[config.mk]
export PLATFORM = sky130hd
export DESIGN_NAME = ptw_top
export DESIGN_NICKNAME = d
export VERILOG_FILES = /design/src/hw/ptw_pkg.sv /design/src/hw/ptw_top.sv /design/src/hw/ptw_walker.sv /design/src/hw/ptw_req_queue.sv /design/src/hw/ptw_miss_arbiter.sv
export VERILOG_INCLUDE_DIRS = /design/src /design/src/hw
export SDC_FILE = /design/constraint.sdc
export NUM_CORES = 1
export LEC_CHECK = 0
export BUFFER_PORTS_ARGS = -buffer_cell sky130_fd_sc_hd__buf_4
export CAP_MARGIN = 25
export CORE_MARGIN = 2
export CORE_UTILIZATION = 33
export CTS_BUF_LIST = sky130_fd_sc_hd__clkbuf_8 sky130_fd_sc_hd__clkbuf_16
export DETAILED_ROUTE_END_ITERATION = 16
export HOLD_SLACK_MARGIN = 0.12
export PLACE_DENSITY = 0.58
export RECOVER_POWER = 25
export SLEW_MARGIN = 25
export SYNTH_ARGS = -nofsm -noshare
export SYNTH_HDL_FRONTEND = slang
export SYNTH_SLANG_ARGS = --single-unit
[constraint.sdc]
create_clock -name clk -period 15.85 [get_ports clk]
set_clock_uncertainty 0.15 [all_clocks]
set_input_delay 2.3775 -clock clk [delete_from_list [all_inputs] [get_ports clk]]
set_output_delay 2.3775 -clock clk [all_outputs]
set_load 0.01 [all_outputs]
[src/hw/ptw_macros.svh]
// walker sizes for Sv39/48/57 with 4 KiB pages and 64-bit entries; queue depth must stay >= 1
`ifndef PTW_MACROS_SVH
`define PTW_MACROS_SVH

// address widths
`define PTW_VA_W        64  // full virtual address as seen by the miss ports
`define PTW_PA_W        56  // physical address on the memory read port

// page geometry
`define PTW_PPN_W       44  // physical page number in satp and in every entry
`define PTW_VPN_W       9   // one level's slice of the virtual page number
`define PTW_PAGE_SHIFT  12  // 4 KiB page offset
`define PTW_MAX_LEVELS  5   // Sv57 walks five levels

// request bookkeeping
`define PTW_TAG_W       7   // tag returned unchanged with the response
`define PTW_QUEUE_DEPTH 2   // walk requests buffered ahead of the walker

`endif
[src/hw/ptw_pkg.sv]
// request, response and PTE layouts; bit positions of satp and PTE follow the RISC-V privileged spec
`include "ptw_macros.svh"

package ptw_pkg;

    // width of the truncated top PPN segment, 8 bits for a 44-bit PPN
    localparam int PPN_TOP_W = `PTW_PPN_W - (`PTW_MAX_LEVELS - 1) * `PTW_VPN_W;

    typedef enum logic {
        PTW_SRC_I = 1'b0,  // instruction miss port
        PTW_SRC_D = 1'b1   // data miss port
    } ptw_src_e;

    typedef logic [2:0] ptw_level_t;  // 0 is the leaf level

    typedef struct packed {
        logic [3:0]            mode;  // 8 sv39, 9 sv48, 10 sv57
        logic [15:0]           asid;
        logic [`PTW_PPN_W-1:0] ppn;   // root table page
    } ptw_satp_t;

    typedef struct packed {
        ptw_src_e              src;
        logic [`PTW_TAG_W-1:0] tag;
        logic [`PTW_VA_W-1:0]  va;
        ptw_satp_t             satp;
    } ptw_req_t;

    typedef struct packed {
        ptw_src_e              src;
        logic [`PTW_TAG_W-1:0] tag;
        logic [`PTW_PPN_W-1:0] ppn;
        logic [7:0]            perm;  // zero on any page fault
    } ptw_resp_t;

    typedef struct packed {
        logic d;
        logic a;
        logic g;
        logic u;
        logic x;
        logic w;
        logic r;
        logic v;
    } ptw_pte_flags_t;

    typedef struct packed {
        logic [9:0]            rsvd;
        logic [`PTW_PPN_W-1:0] ppn;   // whole next-level or leaf page
        logic [1:0]            rsw;
        ptw_pte_flags_t        flags;
    } ptw_pte_flat_t;

    typedef struct packed {
        logic [9:0]                                     rsvd;
        logic [PPN_TOP_W-1:0]                           ppn_top;
        logic [`PTW_MAX_LEVELS-2:0][`PTW_VPN_W-1:0]     ppn_lo;  // segment i pairs with vpn i
        logic [1:0]                                     rsw;
        ptw_pte_flags_t                                 flags;
    } ptw_pte_seg_t;

    typedef union packed {
        ptw_pte_flat_t flat;
        ptw_pte_seg_t  seg;
    } ptw_pte_u;

endpackage

[src/hw/ptw_top.sv]
// page table walker top; memory port allows one outstanding read and its response has no ready
`timescale 1ns/100ps
`include "ptw_macros.svh"

module ptw_top (
    input  logic                 clk,
    input  logic                 rst,
    input  logic                 i_req_valid,
    output logic                 i_req_ready,
    input  ptw_pkg::ptw_req_t    i_req,
    input  logic                 d_req_valid,
    output logic                 d_req_ready,
    input  ptw_pkg::ptw_req_t    d_req,
    output logic                 mem_req_valid,
    input  logic                 mem_req_ready,
    output logic [`PTW_PA_W-1:0] mem_req_addr,
    input  logic                 mem_rsp_valid,
    input  logic [63:0]          mem_rsp_data,
    output logic                 resp_valid,
    input  logic                 resp_ready,
    output ptw_pkg::ptw_resp_t   resp
);
    import ptw_pkg::*;

    logic     arb_valid;  // merged miss stream
    logic     arb_ready;
    ptw_req_t arb_req;
    logic     q_valid;    // queue head to walker
    logic     q_ready;
    ptw_req_t q_req;

    ptw_miss_arbiter arb_i (
        .clk         (clk),
        .rst         (rst),
        .i_req_valid (i_req_valid),
        .i_req_ready (i_req_ready),
        .i_req       (i_req),
        .d_req_valid (d_req_valid),
        .d_req_ready (d_req_ready),
        .d_req       (d_req),
        .arb_valid   (arb_valid),
        .arb_ready   (arb_ready),
        .arb_req     (arb_req)
    );

    ptw_req_queue queue_i (
        .clk       (clk),
        .rst       (rst),
        .in_valid  (arb_valid),
        .in_ready  (arb_ready),
        .in_req    (arb_req),
        .out_valid (q_valid),
        .out_ready (q_ready),
        .out_req   (q_req)
    );

    ptw_walker walker_i (
        .clk           (clk),
        .rst           (rst),
        .req_valid     (q_valid),
        .req_ready     (q_ready),
        .req           (q_req),
        .mem_req_valid (mem_req_valid),
        .mem_req_ready (mem_req_ready),
        .mem_req_addr  (mem_req_addr),
        .mem_rsp_valid (mem_rsp_valid),
        .mem_rsp_data  (mem_rsp_data),
        .resp_valid    (resp_valid),
        .resp_ready    (resp_ready),
        .resp          (resp)
    );

endmodule

[src/hw/ptw_walker.sv]
// one PTE read in flight; no A/D update and no W-without-R check, so perm zero is the only fault mark
`timescale 1ns/100ps
`include "ptw_macros.svh"

module ptw_walker (
    input  logic                 clk,
    input  logic                 rst,
    input  logic                 req_valid,
    output logic                 req_ready,
    input  ptw_pkg::ptw_req_t    req,
    output logic                 mem_req_valid,
    input  logic                 mem_req_ready,
    output logic [`PTW_PA_W-1:0] mem_req_addr,
    input  logic                 mem_rsp_valid,
    input  logic [63:0]          mem_rsp_data,
    output logic                 resp_valid,
    input  logic                 resp_ready,
    output ptw_pkg::ptw_resp_t   resp
);
    import ptw_pkg::*;

    localparam int PA_W = `PTW_PA_W;

    typedef enum logic [2:0] {
        S_IDLE,   // waiting for a queued request
        S_ADDR,   // entry read held until accepted
        S_WAIT,   // read accepted, response pending
        S_CHECK,  // entry decoded, next read or response issued
        S_DONE    // response held until accepted
    } state_e;

    state_e                                      state;
    logic [`PTW_MAX_LEVELS-1:0][`PTW_VPN_W-1:0]  vpn_q;  // vpn slices of the request
    logic [`PTW_PPN_W-1:0]                       ppn_q;  // table page of the current level
    ptw_level_t                                  lvl_q;
    ptw_src_e                                    src_q;
    logic [`PTW_TAG_W-1:0]                       tag_q;
    ptw_pte_u                                    pte_q;  // last entry read
    ptw_resp_t                                   resp_q;

    ptw_level_t            root_lvl;
    logic                  mode_ok;
    logic [`PTW_PPN_W-1:0] ppn_sel;
    ptw_level_t            lvl_sel;
    logic                  leaf;
    logic                  stop;
    logic                  misaligned;
    logic                  fault;
    ptw_pte_u              fill;      // leaf entry with superpage segments from the vpn
    ptw_resp_t             resp_chk;

    // satp mode decode
    always_comb begin
        mode_ok  = 1'b1;
        root_lvl = '0;
        case (req.satp.mode)
            4'd8:    root_lvl = 3'd2;  // sv39
            4'd9:    root_lvl = 3'd3;  // sv48
            4'd10:   root_lvl = 3'd4;  // sv57
            default: mode_ok = 1'b0;
        endcase
    end

    // entry checks, valid only in S_CHECK
    always_comb begin
        leaf       = pte_q.flat.flags.r | pte_q.flat.flags.x;
        stop       = leaf | ~pte_q.flat.flags.v | (lvl_q == '0);
        misaligned = 1'b0;
        fill       = pte_q;
        for (int i = 0; i < `PTW_MAX_LEVELS - 1; i++) begin
            if (ptw_level_t'(i) < lvl_q) begin
                misaligned = misaligned | (pte_q.seg.ppn_lo[i] != '0);
                fill.seg.ppn_lo[i] = vpn_q[i];
            end
        end
        // a stop without leaf means V clear or a pointer at level 0
        fault = ~pte_q.flat.flags.v | ~leaf | misaligned;

        resp_chk.src = src_q;
        resp_chk.tag = tag_q;
        resp_chk.ppn = fill.flat.ppn;
        if (fault) begin
            resp_chk.perm = '0;
        end else begin
            resp_chk.perm = pte_q.flat.flags;
        end
    end

    // next table comes straight from the entry while in S_CHECK
    always_comb begin
        if (state == S_CHECK && lvl_q != '0) begin
            ppn_sel = pte_q.flat.ppn;
            lvl_sel = lvl_q - 3'd1;
        end else begin
            ppn_sel = ppn_q;
            lvl_sel = lvl_q;
        end
    end

    assign mem_req_addr  = (PA_W'(ppn_sel) << `PTW_PAGE_SHIFT) + (PA_W'(vpn_q[lvl_sel]) << 3);
    assign req_ready     = (state == S_IDLE);
    assign mem_req_valid = (state == S_ADDR) | ((state == S_CHECK) & ~stop);
    assign resp_valid    = (state == S_DONE) | ((state == S_CHECK) & stop);
    assign resp          = (state == S_CHECK) ? resp_chk : resp_q;

    always_ff @(posedge clk) begin
        if (rst) begin
            state <= S_IDLE;
        end else begin
            case (state)
                S_IDLE: begin
                    if (req_valid) state <= mode_ok ? S_ADDR : S_DONE;  // bad mode skips memory
                end
                S_ADDR: begin
                    if (mem_req_ready) state <= S_WAIT;
                end
                S_WAIT: begin
                    if (mem_rsp_valid) state <= S_CHECK;
                end
                S_CHECK: begin
                    if (stop) begin
                        state <= resp_ready ? S_IDLE : S_DONE;
                    end else begin
                        state <= mem_req_ready ? S_WAIT : S_ADDR;
                    end
                end
                S_DONE: begin
                    if (resp_ready) state <= S_IDLE;
                end
                default: state <= S_IDLE;
            endcase
        end
    end

    always_ff @(posedge clk) begin
        if (req_valid && req_ready) begin
            vpn_q  <= req.va[`PTW_PAGE_SHIFT +: `PTW_MAX_LEVELS * `PTW_VPN_W];
            ppn_q  <= req.satp.ppn;
            lvl_q  <= root_lvl;
            src_q  <= req.src;
            tag_q  <= req.tag;
            resp_q <= '{src: req.src, tag: req.tag, ppn: '0, perm: '0};  // mode fault answer
        end
        if (mem_rsp_valid && state == S_WAIT) pte_q <= mem_rsp_data;
        if (state == S_CHECK) begin
            ppn_q  <= ppn_sel;
            lvl_q  <= lvl_sel;
            resp_q <= resp_chk;  // held in S_DONE
        end
    end

endmodule

[src/hw/ptw_req_queue.sv]
// circular FIFO with registered output side; a full queue accepts a push only alongside a pop
`timescale 1ns/100ps
`include "ptw_macros.svh"

module ptw_req_queue (
    input  logic              clk,
    input  logic              rst,
    input  logic              in_valid,
    output logic              in_ready,
    input  ptw_pkg::ptw_req_t in_req,
    output logic              out_valid,
    input  logic              out_ready,
    output ptw_pkg::ptw_req_t out_req
);
    import ptw_pkg::*;

    localparam int DEPTH = `PTW_QUEUE_DEPTH;
    localparam int PTR_W = (DEPTH > 1) ? $clog2(DEPTH) : 1;

    ptw_req_t         mem [DEPTH];  // entry storage
    logic [PTR_W-1:0] rd_ptr;
    logic [PTR_W-1:0] wr_ptr;
    logic [PTR_W:0]   count;        // occupied entries
    logic             push;
    logic             pop;

    // wrap also for depths that are not a power of two
    function automatic logic [PTR_W-1:0] ptr_next(input logic [PTR_W-1:0] ptr);
        ptr_next = (ptr == PTR_W'(DEPTH - 1)) ? '0 : ptr + 1'b1;
    endfunction

    assign out_valid = (count != '0);
    assign in_ready  = (count != (PTR_W + 1)'(DEPTH)) | out_ready;  // full but draining
    assign push      = in_valid & in_ready;
    assign pop       = out_valid & out_ready;
    assign out_req   = mem[rd_ptr];

    always_ff @(posedge clk) begin
        if (rst) begin
            rd_ptr <= '0;
            wr_ptr <= '0;
            count  <= '0;
        end else begin
            if (push) wr_ptr <= ptr_next(wr_ptr);
            if (pop) rd_ptr <= ptr_next(rd_ptr);
            case ({push, pop})
                2'b10:   count <= count + 1'b1;
                2'b01:   count <= count - 1'b1;
                default: count <= count;  // idle, or push and pop together
            endcase
        end
    end

    always_ff @(posedge clk) begin
        if (push) mem[wr_ptr] <= in_req;
    end

endmodule

[src/hw/ptw_miss_arbiter.sv]
// combinational round-robin over two miss ports; grant is held while the queue stalls a request
`timescale 1ns/100ps

module ptw_miss_arbiter (
    input  logic              clk,
    input  logic              rst,
    input  logic              i_req_valid,
    output logic              i_req_ready,
    input  ptw_pkg::ptw_req_t i_req,
    input  logic              d_req_valid,
    output logic              d_req_ready,
    input  ptw_pkg::ptw_req_t d_req,
    output logic              arb_valid,
    input  logic              arb_ready,
    output ptw_pkg::ptw_req_t arb_req
);
    import ptw_pkg::*;

    ptw_src_e last_win;  // port of the last merged transfer
    ptw_src_e lock_src;  // grant kept across a stall
    ptw_src_e pick;
    logic     locked;
    logic     gnt_i;
    logic     gnt_d;

    always_comb begin
        if (locked) begin
            pick = lock_src;  // keep payload stable until it moves
        end else if (i_req_valid && d_req_valid) begin
            pick = (last_win == PTW_SRC_I) ? PTW_SRC_D : PTW_SRC_I;
        end else begin
            pick = d_req_valid ? PTW_SRC_D : PTW_SRC_I;
        end
        gnt_d = d_req_valid & (pick == PTW_SRC_D);
        gnt_i = i_req_valid & (pick == PTW_SRC_I);
    end

    assign arb_valid   = i_req_valid | d_req_valid;
    assign arb_req     = gnt_d ? d_req : i_req;
    assign i_req_ready = arb_ready & gnt_i;
    assign d_req_ready = arb_ready & gnt_d;

    always_ff @(posedge clk) begin
        if (rst) begin
            last_win <= PTW_SRC_I;  // data wins the first tie
            locked   <= 1'b0;
        end else if (arb_valid && arb_ready) begin
            last_win <= pick;
            locked   <= 1'b0;
        end else if (arb_valid) begin
            locked   <= 1'b1;
            lock_src <= pick;
        end
    end

endmodule

==> results.sh, run 1 <==
export IMPL_outcome="finished with violations"
export IMPL_violations="capacitance limit, slew limit"
export IMPL_cp_common_cell="clkbuf_1"
export IMPL_synth_edf_count=415
export IMPL_die_area_um2=58000
export IMPL_clk_latency_ps=580
export IMPL_finalHoldViolCount=0
export IMPL_cts_buffers=48
export IMPL_gr_usage_all_layers_pct=16.6
export IMPL_core_area_um2=55300
export IMPL_tightest_slew_ps=3820
export IMPL_grt_pass1_vias=11500
export IMPL_fin_area_um2=23600
export IMPL_period_share_pct=61.2
export IMPL_io_buffers=377
export IMPL_synth_seq_area_share_pct=68.4
export IMPL_worst_ep_required_time_ps=13320
export IMPL_cts_max_level=2
export IMPL_vias=11200
export IMPL_clockRootBuffer="clkbuf_16"
export IMPL_num_io_pins=463
export IMPL_finalPower_w=0.00425
export IMPL_drv_slew=445
export IMPL_critPathLaunchType="register"
export IMPL_clock_sinks=425
export IMPL_path_cells="nand3b_1 -> clkbuf_1 -> clkbuf_1 -> o21ai_1 -> o22a_1 -> o221ai_1 -> a22o_1 -> buf_4"
export IMPL_period_needed_ps=9710
export IMPL_wl_per_cell_um=20.8
export IMPL_tns_ps=0
export IMPL_crit_type="reg -> out"
export IMPL_setup_viol=0
export IMPL_die_w_um=241
export IMPL_crit_path_end_kind="output pin"
export IMPL_grt_pass1_wl_mm=70.6
export IMPL_ys_warn_count=0
export IMPL_p_leak_nw=8.96
export IMPL_grt_setup_unrepaired="no"
export IMPL_hold_ws_ps=347
export IMPL_ys_top_cells_by_count="edfxtp_1 (415), mux2_2 (200), mux2i_1 (119)"
export IMPL_hold_path_class="reg -> reg"
export IMPL_via_per_inst=4.76
export IMPL_p_per_area_nw_per_um2=180
export IMPL_dr_first_iter_drc_count=654
export IMPL_wl_mm=48.9
export IMPL_synth_cells=1193
export IMPL_ctsHoldBuffers=0
export IMPL_gp_congestion=0.743
export IMPL_fill_cells=5177
export IMPL_fmax_ghz=0.103
export IMPL_synthDistinctLibCells=47
export IMPL_ir_drop_uv=150
export IMPL_ys_top_cells_by_area="edfxtp_1 (67%), mux2_2 (12%), mux2i_1 (6.4%), a21o_1 (1.9%), nor2_1 (1.7%)"
export IMPL_syn_area_per_cell_um2=15.5
export IMPL_nNetsFinal=1916
export IMPL_placed_area_um2=22200
export IMPL_syn_to_final_growth_pct=27.7
export IMPL_yosys_most_used_dff="edfxtp_1"
export IMPL_slew_headroom_pct=-154
export IMPL_worstPathArrival_ps=7180
export IMPL_route_detailed_drc=0
export IMPL_start_util_pct=33.5
export IMPL_postCtsSetupBuffers=0
export IMPL_ant_nets=0
export IMPL_cp_slowest_cell="clkbuf_1"
export IMPL_cts_tree="done"
export IMPL_antenna_cells=0
export IMPL_rows=86
export IMPL_die_h_um=241
export IMPL_first_pass_iters=5
export IMPL_grt_max_degree=71
export IMPL_max_stage_delay_ps=2290
export IMPL_path_clk_slew_ps=60
export IMPL_antenna_found_initial=0
export IMPL_grt_remaining_overflow=0
export IMPL_async_reset_ff_share_pct=0
export IMPL_ys_ff_latch=425
export IMPL_clockBufferDepth=3
export IMPL_postCtsResizedCells=0
export IMPL_hpwl_mm=33.1
export IMPL_maxCapViolations=8
export IMPL_syn_area_um2=18500
export IMPL_drive_gt1_share_pct=40.7
export IMPL_yosysTopAreaCell="edfxtp_1"
export IMPL_crit_path_max_fanout=65
export IMPL_yosysTopAreaCellShare_pct=67.3
export IMPL_yosysMostFrequentCell="edfxtp_1"
-- flip-flops by register name, indices dropped and copies added (netlist names), 3 cells and up, named ones only --
register	count
queue_i.mem	202
walker_i.resp_q	60
walker_i.pte_q	52
walker_i.vpn_q	45
walker_i.ppn_q	44
walker_i.tag_q	7
walker_i.lvl_q	3
walker_i.state	3
-- worst max-delay path: cells and delay by family, from the launching register on --
kind,cells,cell delay (ps)
buf+inv,3,4130
compound gates,4,1690
flops,1,490
simple gates,1,260
-- kinds of logic (layout without fill, tap and decap cells) --
group / after synthesis / count (layout) / synth area share [%]
XOR/XNOR: 5 / 5 / 0.237
AND/OR/NAND/NOR: 207 / 207 / 4.96
multiplexers: 319 / 319 / 18.6
flip-flops: 425 / 425 / 68.4
AO/OA/AOI/OAI: 154 / 154 / 5.75
adder cells (fa/ha/maj): 4 / 4 / 0.270
buffers and inverters: 78 / 489 / 1.74
other: 1 / 3 / 0.0203
-- report_power, final --
| group | total [W] | switching [W] | internal, W |
|---|---|---|---|
| Clock | 0.00107 | 0.000451 | 0.000618 |
| Combinational | 0.00131 | 0.000701 | 0.000606 |
| Sequential | 0.00188 | 0.000186 | 0.00169 |
-- per-layer routing --
metal | part of all wire (%) | wire length (um) | track usage, % | vias to the layer above
li1 | - | - | - | 5321
met3 | 5.9 | 2900 | 3.63 | 61
met4 | 1.9 | 948 | 4.83 | 0
met2 | 50 | 24400 | 28.6 | 313
met5 | 0 | 0 | 0 | -
met1 | 42 | 20700 | 20.9 | 5501
-- layout make-up --
cell class / count / area (um^2) / share of cell area (%)
clock buffer: 48 / 1200 / 5.08
timing repair buffer: 395 / 2920 / 12.4
clock inverter: 39 / 310 / 1.31
sequential: 425 / 12700 / 53.6
inverter: 7 / 26.3 / 0.111
tap: 748 / 936 / 3.96
multi-input combinational: 692 / 5580 / 23.6
-- per-stage QoR --
step | util (%) | setup slack [ps] | std cells
floorplan | - | 6590 | 1195
global placement | 40.1 | 9830 | 2267
detailed placement | 40.1 | 9800 | 2267
CTS | 42.9 | 9230 | 2354
global route | 42.7 | 5520 | 2354
finish | 42.7 | 6140 | 2354
-- placed cells by master, fill, tap and decap left out, drive strengths merged, types with 7 or more instances in the layout --
cell / netlist / layout
a21oi: 7 / 7
inv: 7 / 20
a21o: 46 / 46
mux2i: 119 / 119
o22a: 9 / 9
mux2: 200 / 200
o21ai: 53 / 53
edfxtp: 415 / 415
and2: 15 / 15
nor2: 83 / 83
nand2: 77 / 77
buf: 25 / 334
a22o: 17 / 17
o221ai: 9 / 9
clkbuf: 46 / 109
clkinv: 0 / 20
dfxtp: 10 / 10
-- path summary, 6_finish.rpt --
path | to | slack [ps] | depth (start not counted) | startpoint
hold reg to reg | arb_i.last_win | 350 | 2 | arb_i.last_win
hold / removal | arb_i.last_win | 350 | 2 | arb_i.last_win
setup / recovery | mem_req_addr[10] | 6140 | 8 | walker_i.state[2]
setup reg to reg | walker_i.resp_q[19] | 8400 | 5 | walker_i.state[2]
Note: power is estimated with default switching activity, not from simulation.
==> inputs of run 2 (changes only) <==
- PLACE_DENSITY: 0.58 -> 0.6
- clock period: 15.85 -> 7.8 ns (I/O delays scaled with it)
==> run 2 against run 1 <==
Net effect: the flow still finishes with violations (capacitance limit, slew limit); critical path depth grew 1; routed wire length shrank 0.17%; utilization is essentially flat; worst setup slack lost 4400 ps; via count grew 0.74%; first-iteration DRC count grew 14%; final cell count is essentially flat; die area is the same; sequential share of layout area shrank 0.054 points; combinational power grew 100%.
==> results.sh, run 2 (synthesized netlist as in run 1, its figures left out) <==
export IMPL_dr_first_iter_drc_count=748
export IMPL_regMostFlops="queue_i.mem"
export IMPL_p_int_w=0.00591
export IMPL_maxCapViolations=7
export IMPL_period_share_pct=78.1
export IMPL_r2r_slack_ps=2410
export IMPL_core_area_um2=55300
export IMPL_path_clk_slew_ps=60
export IMPL_clock_sinks=425
export IMPL_antenna_found_initial=1
export IMPL_seq_power_share_pct=44.0
export IMPL_syn_to_final_growth_pct=27.9
export IMPL_fmax_ghz=0.164
export IMPL_startpoint="walker_i.lvl_q[0]"
export IMPL_max_stage_delay_ps=750
export IMPL_setup_viol=0
export IMPL_grt_remaining_overflow=0
export IMPL_r2r_start="walker_i.state[1]"
export IMPL_wl_per_cell_um=20.8
export IMPL_tns_ps=0
export IMPL_crit_path_max_fanout=23
export IMPL_num_io_pins=463
export IMPL_worst_ep_required_time_ps=6480
export IMPL_layout_commonest_cell="edfxtp_1"
export IMPL_nNetsFinal=1916
export IMPL_postCtsResizedCells=0
export IMPL_die_w_um=241
export IMPL_reg2reg_depth=5
export IMPL_ant_nets=0
export IMPL_via_per_inst=4.80
export IMPL_grt_setup_unrepaired="no"
export IMPL_p_per_area_nw_per_um2=366
export IMPL_wl_mm=48.8
export IMPL_p_sw_share_pct=31.7
export IMPL_reg_top3="queue_i.mem: 202 flops, walker_i.resp_q: 60 flops, walker_i.pte_q: 52 flops"
export IMPL_ir_drop_uv=193
export IMPL_drive_gt1_share_pct=41.1
export IMPL_critPathLaunchType="register"
export IMPL_power_frac_comb_pct=31.0
export IMPL_period_needed_ps=6090
export IMPL_outcome="finished with violations"
export IMPL_postCtsSetupBuffers=0
export IMPL_die_area_um2=58000
export IMPL_start_util_pct=33.5
export IMPL_first_pass_iters=5
export IMPL_rows=86
export IMPL_hold_ws_ps=364
export IMPL_p_leak_nw=8.95
export IMPL_tightest_slew_ps=3650
export IMPL_grt_max_degree=70
export IMPL_reg2reg_to="walker_i.resp_q[4]"
export IMPL_gp_congestion=0.776
export IMPL_switchingPower_w=0.00274
export IMPL_clockRootBuffer="clkbuf_16"
export IMPL_cp_slowest_cell="clkbuf_1"
export IMPL_critPathTopFamily="buffers and inverters"
export IMPL_cts_buffers=46
export IMPL_crit_type="reg -> out"
export IMPL_largest_register_ffs=202
export IMPL_drv_slew=260
export IMPL_clockBufferDepth=3
export IMPL_mostFrequentLayoutCells="edfxtp_1 (415), buf_4 (335), mux2_2 (195)"
export IMPL_worstPathArrival_ps=4770
export IMPL_pwr_share_clk_pct=25.0
export IMPL_worstSetupEndpoint="resp[4]"
export IMPL_slew_headroom_pct=-143
export IMPL_io_buffers=377
export IMPL_hold_path_class="reg -> reg"
export IMPL_ctsHoldBuffers=0
export IMPL_grt_pass1_wl_mm=70.3
export IMPL_hpwl_mm=33.4
export IMPL_antenna_cells=0
export IMPL_gr_usage_all_layers_pct=16.4
export IMPL_die_h_um=241
export IMPL_grt_pass1_vias=11400
export IMPL_path_cells="clkbuf_1 -> buf_4 -> ha_1 -> o21ba_2 -> nor2_2 -> a31oi_1 -> nor4_4 -> a22o_1 -> buf_4"
export IMPL_violations="capacitance limit, slew limit"
export IMPL_cts_max_level=2
export IMPL_crit_path_end_kind="output pin"
export IMPL_cp_depth=9
export IMPL_finalHoldViolCount=0
export IMPL_cp_common_cell="buf_4"
export IMPL_timing_critical_path_buf_inv=3
export IMPL_vias=11300
export IMPL_route_detailed_drc=0
export IMPL_clk_latency_ps=590
export IMPL_cts_tree="done"
export IMPL_fill_cells=5136
[run 2: worst reg2reg max path: stages (launching register included)]
cell and delay [ps]:
dfxtp_1 550, nand3b_1 160, buf_4 350, o21ai_0 220, clkbuf_1 2460, buf_4 1060
[run 2: worst min path at each step]
| stage | from | endpoint | slack, ps | depth (start not counted) |
|---|---|---|---|---|
| 5_1_grt | arb_i.last_win | arb_i.last_win | 370 | 2 |
| 6_report | arb_i.last_win | arb_i.last_win | 360 | 2 |
| 3_3_place_gp | arb_i.last_win | arb_i.last_win | 330 | 2 |
| 4_1_cts | arb_i.last_win | arb_i.last_win | 360 | 2 |
| 2_1_floorplan | arb_i.last_win | arb_i.last_win | 310 | 2 |
| 3_5_place_dp | arb_i.last_win | arb_i.last_win | 340 | 2 |
[run 2: metal layers]
| metal | share of wire (%) | global-route usage, % | routed length [um] |
|---|---|---|---|
| met2 | 49 | 27.9 | 24000 |
| met5 | 0 | 0 | 0 |
| met4 | 1.9 | 4.60 | 916 |
| met3 | 7.1 | 3.83 | 3460 |
| met1 | 42 | 20.8 | 20500 |
[run 2: final cells by class]
| type | count | area, um^2 | area share, % |
|---|---|---|---|
| clock buffer | 46 | 1150 | 4.86 |
| clock inverter | 37 | 348 | 1.47 |
| inverter | 7 | 26.3 | 0.111 |
| multi-input combinational | 692 | 5580 | 23.6 |
| sequential | 425 | 12700 | 53.5 |
| tap | 748 | 936 | 3.95 |
| timing repair buffer | 397 | 2960 | 12.5 |
[run 2: stage by stage]
| stage | instances | power (W) | area (um^2) | utilization, % | setup WS, ps |
|---|---|---|---|---|---|
| after floorplan | 1195 | 0.00527 | 18500 | - | 932 |
| after global placement | 2267 | 0.00650 | 22200 | 40.1 | 2660 |
| after detailed placement | 2267 | 0.00656 | 22200 | 40.1 | 2570 |
| after CTS | 2350 | 0.00877 | 23700 | 42.8 | 1930 |
| after global routing | 2352 | 0.00911 | 23700 | 42.8 | 1410 |
| final | 2352 | 0.00865 | 23700 | 42.8 | 1710 |
[run 2: power by group through the flow]
| stage | Combinational, W | Sequential (W) | Clock, W |
|---|---|---|---|
| after floorplan | 0.00158 | 0.00370 | 0 |
| after global placement | 0.00268 | 0.00383 | 0 |
| after detailed placement | 0.00271 | 0.00386 | 0 |
| after CTS | 0.00272 | 0.00381 | 0.00223 |
| after global routing | 0.00291 | 0.00389 | 0.00231 |
| final | 0.00268 | 0.00381 | 0.00216 |
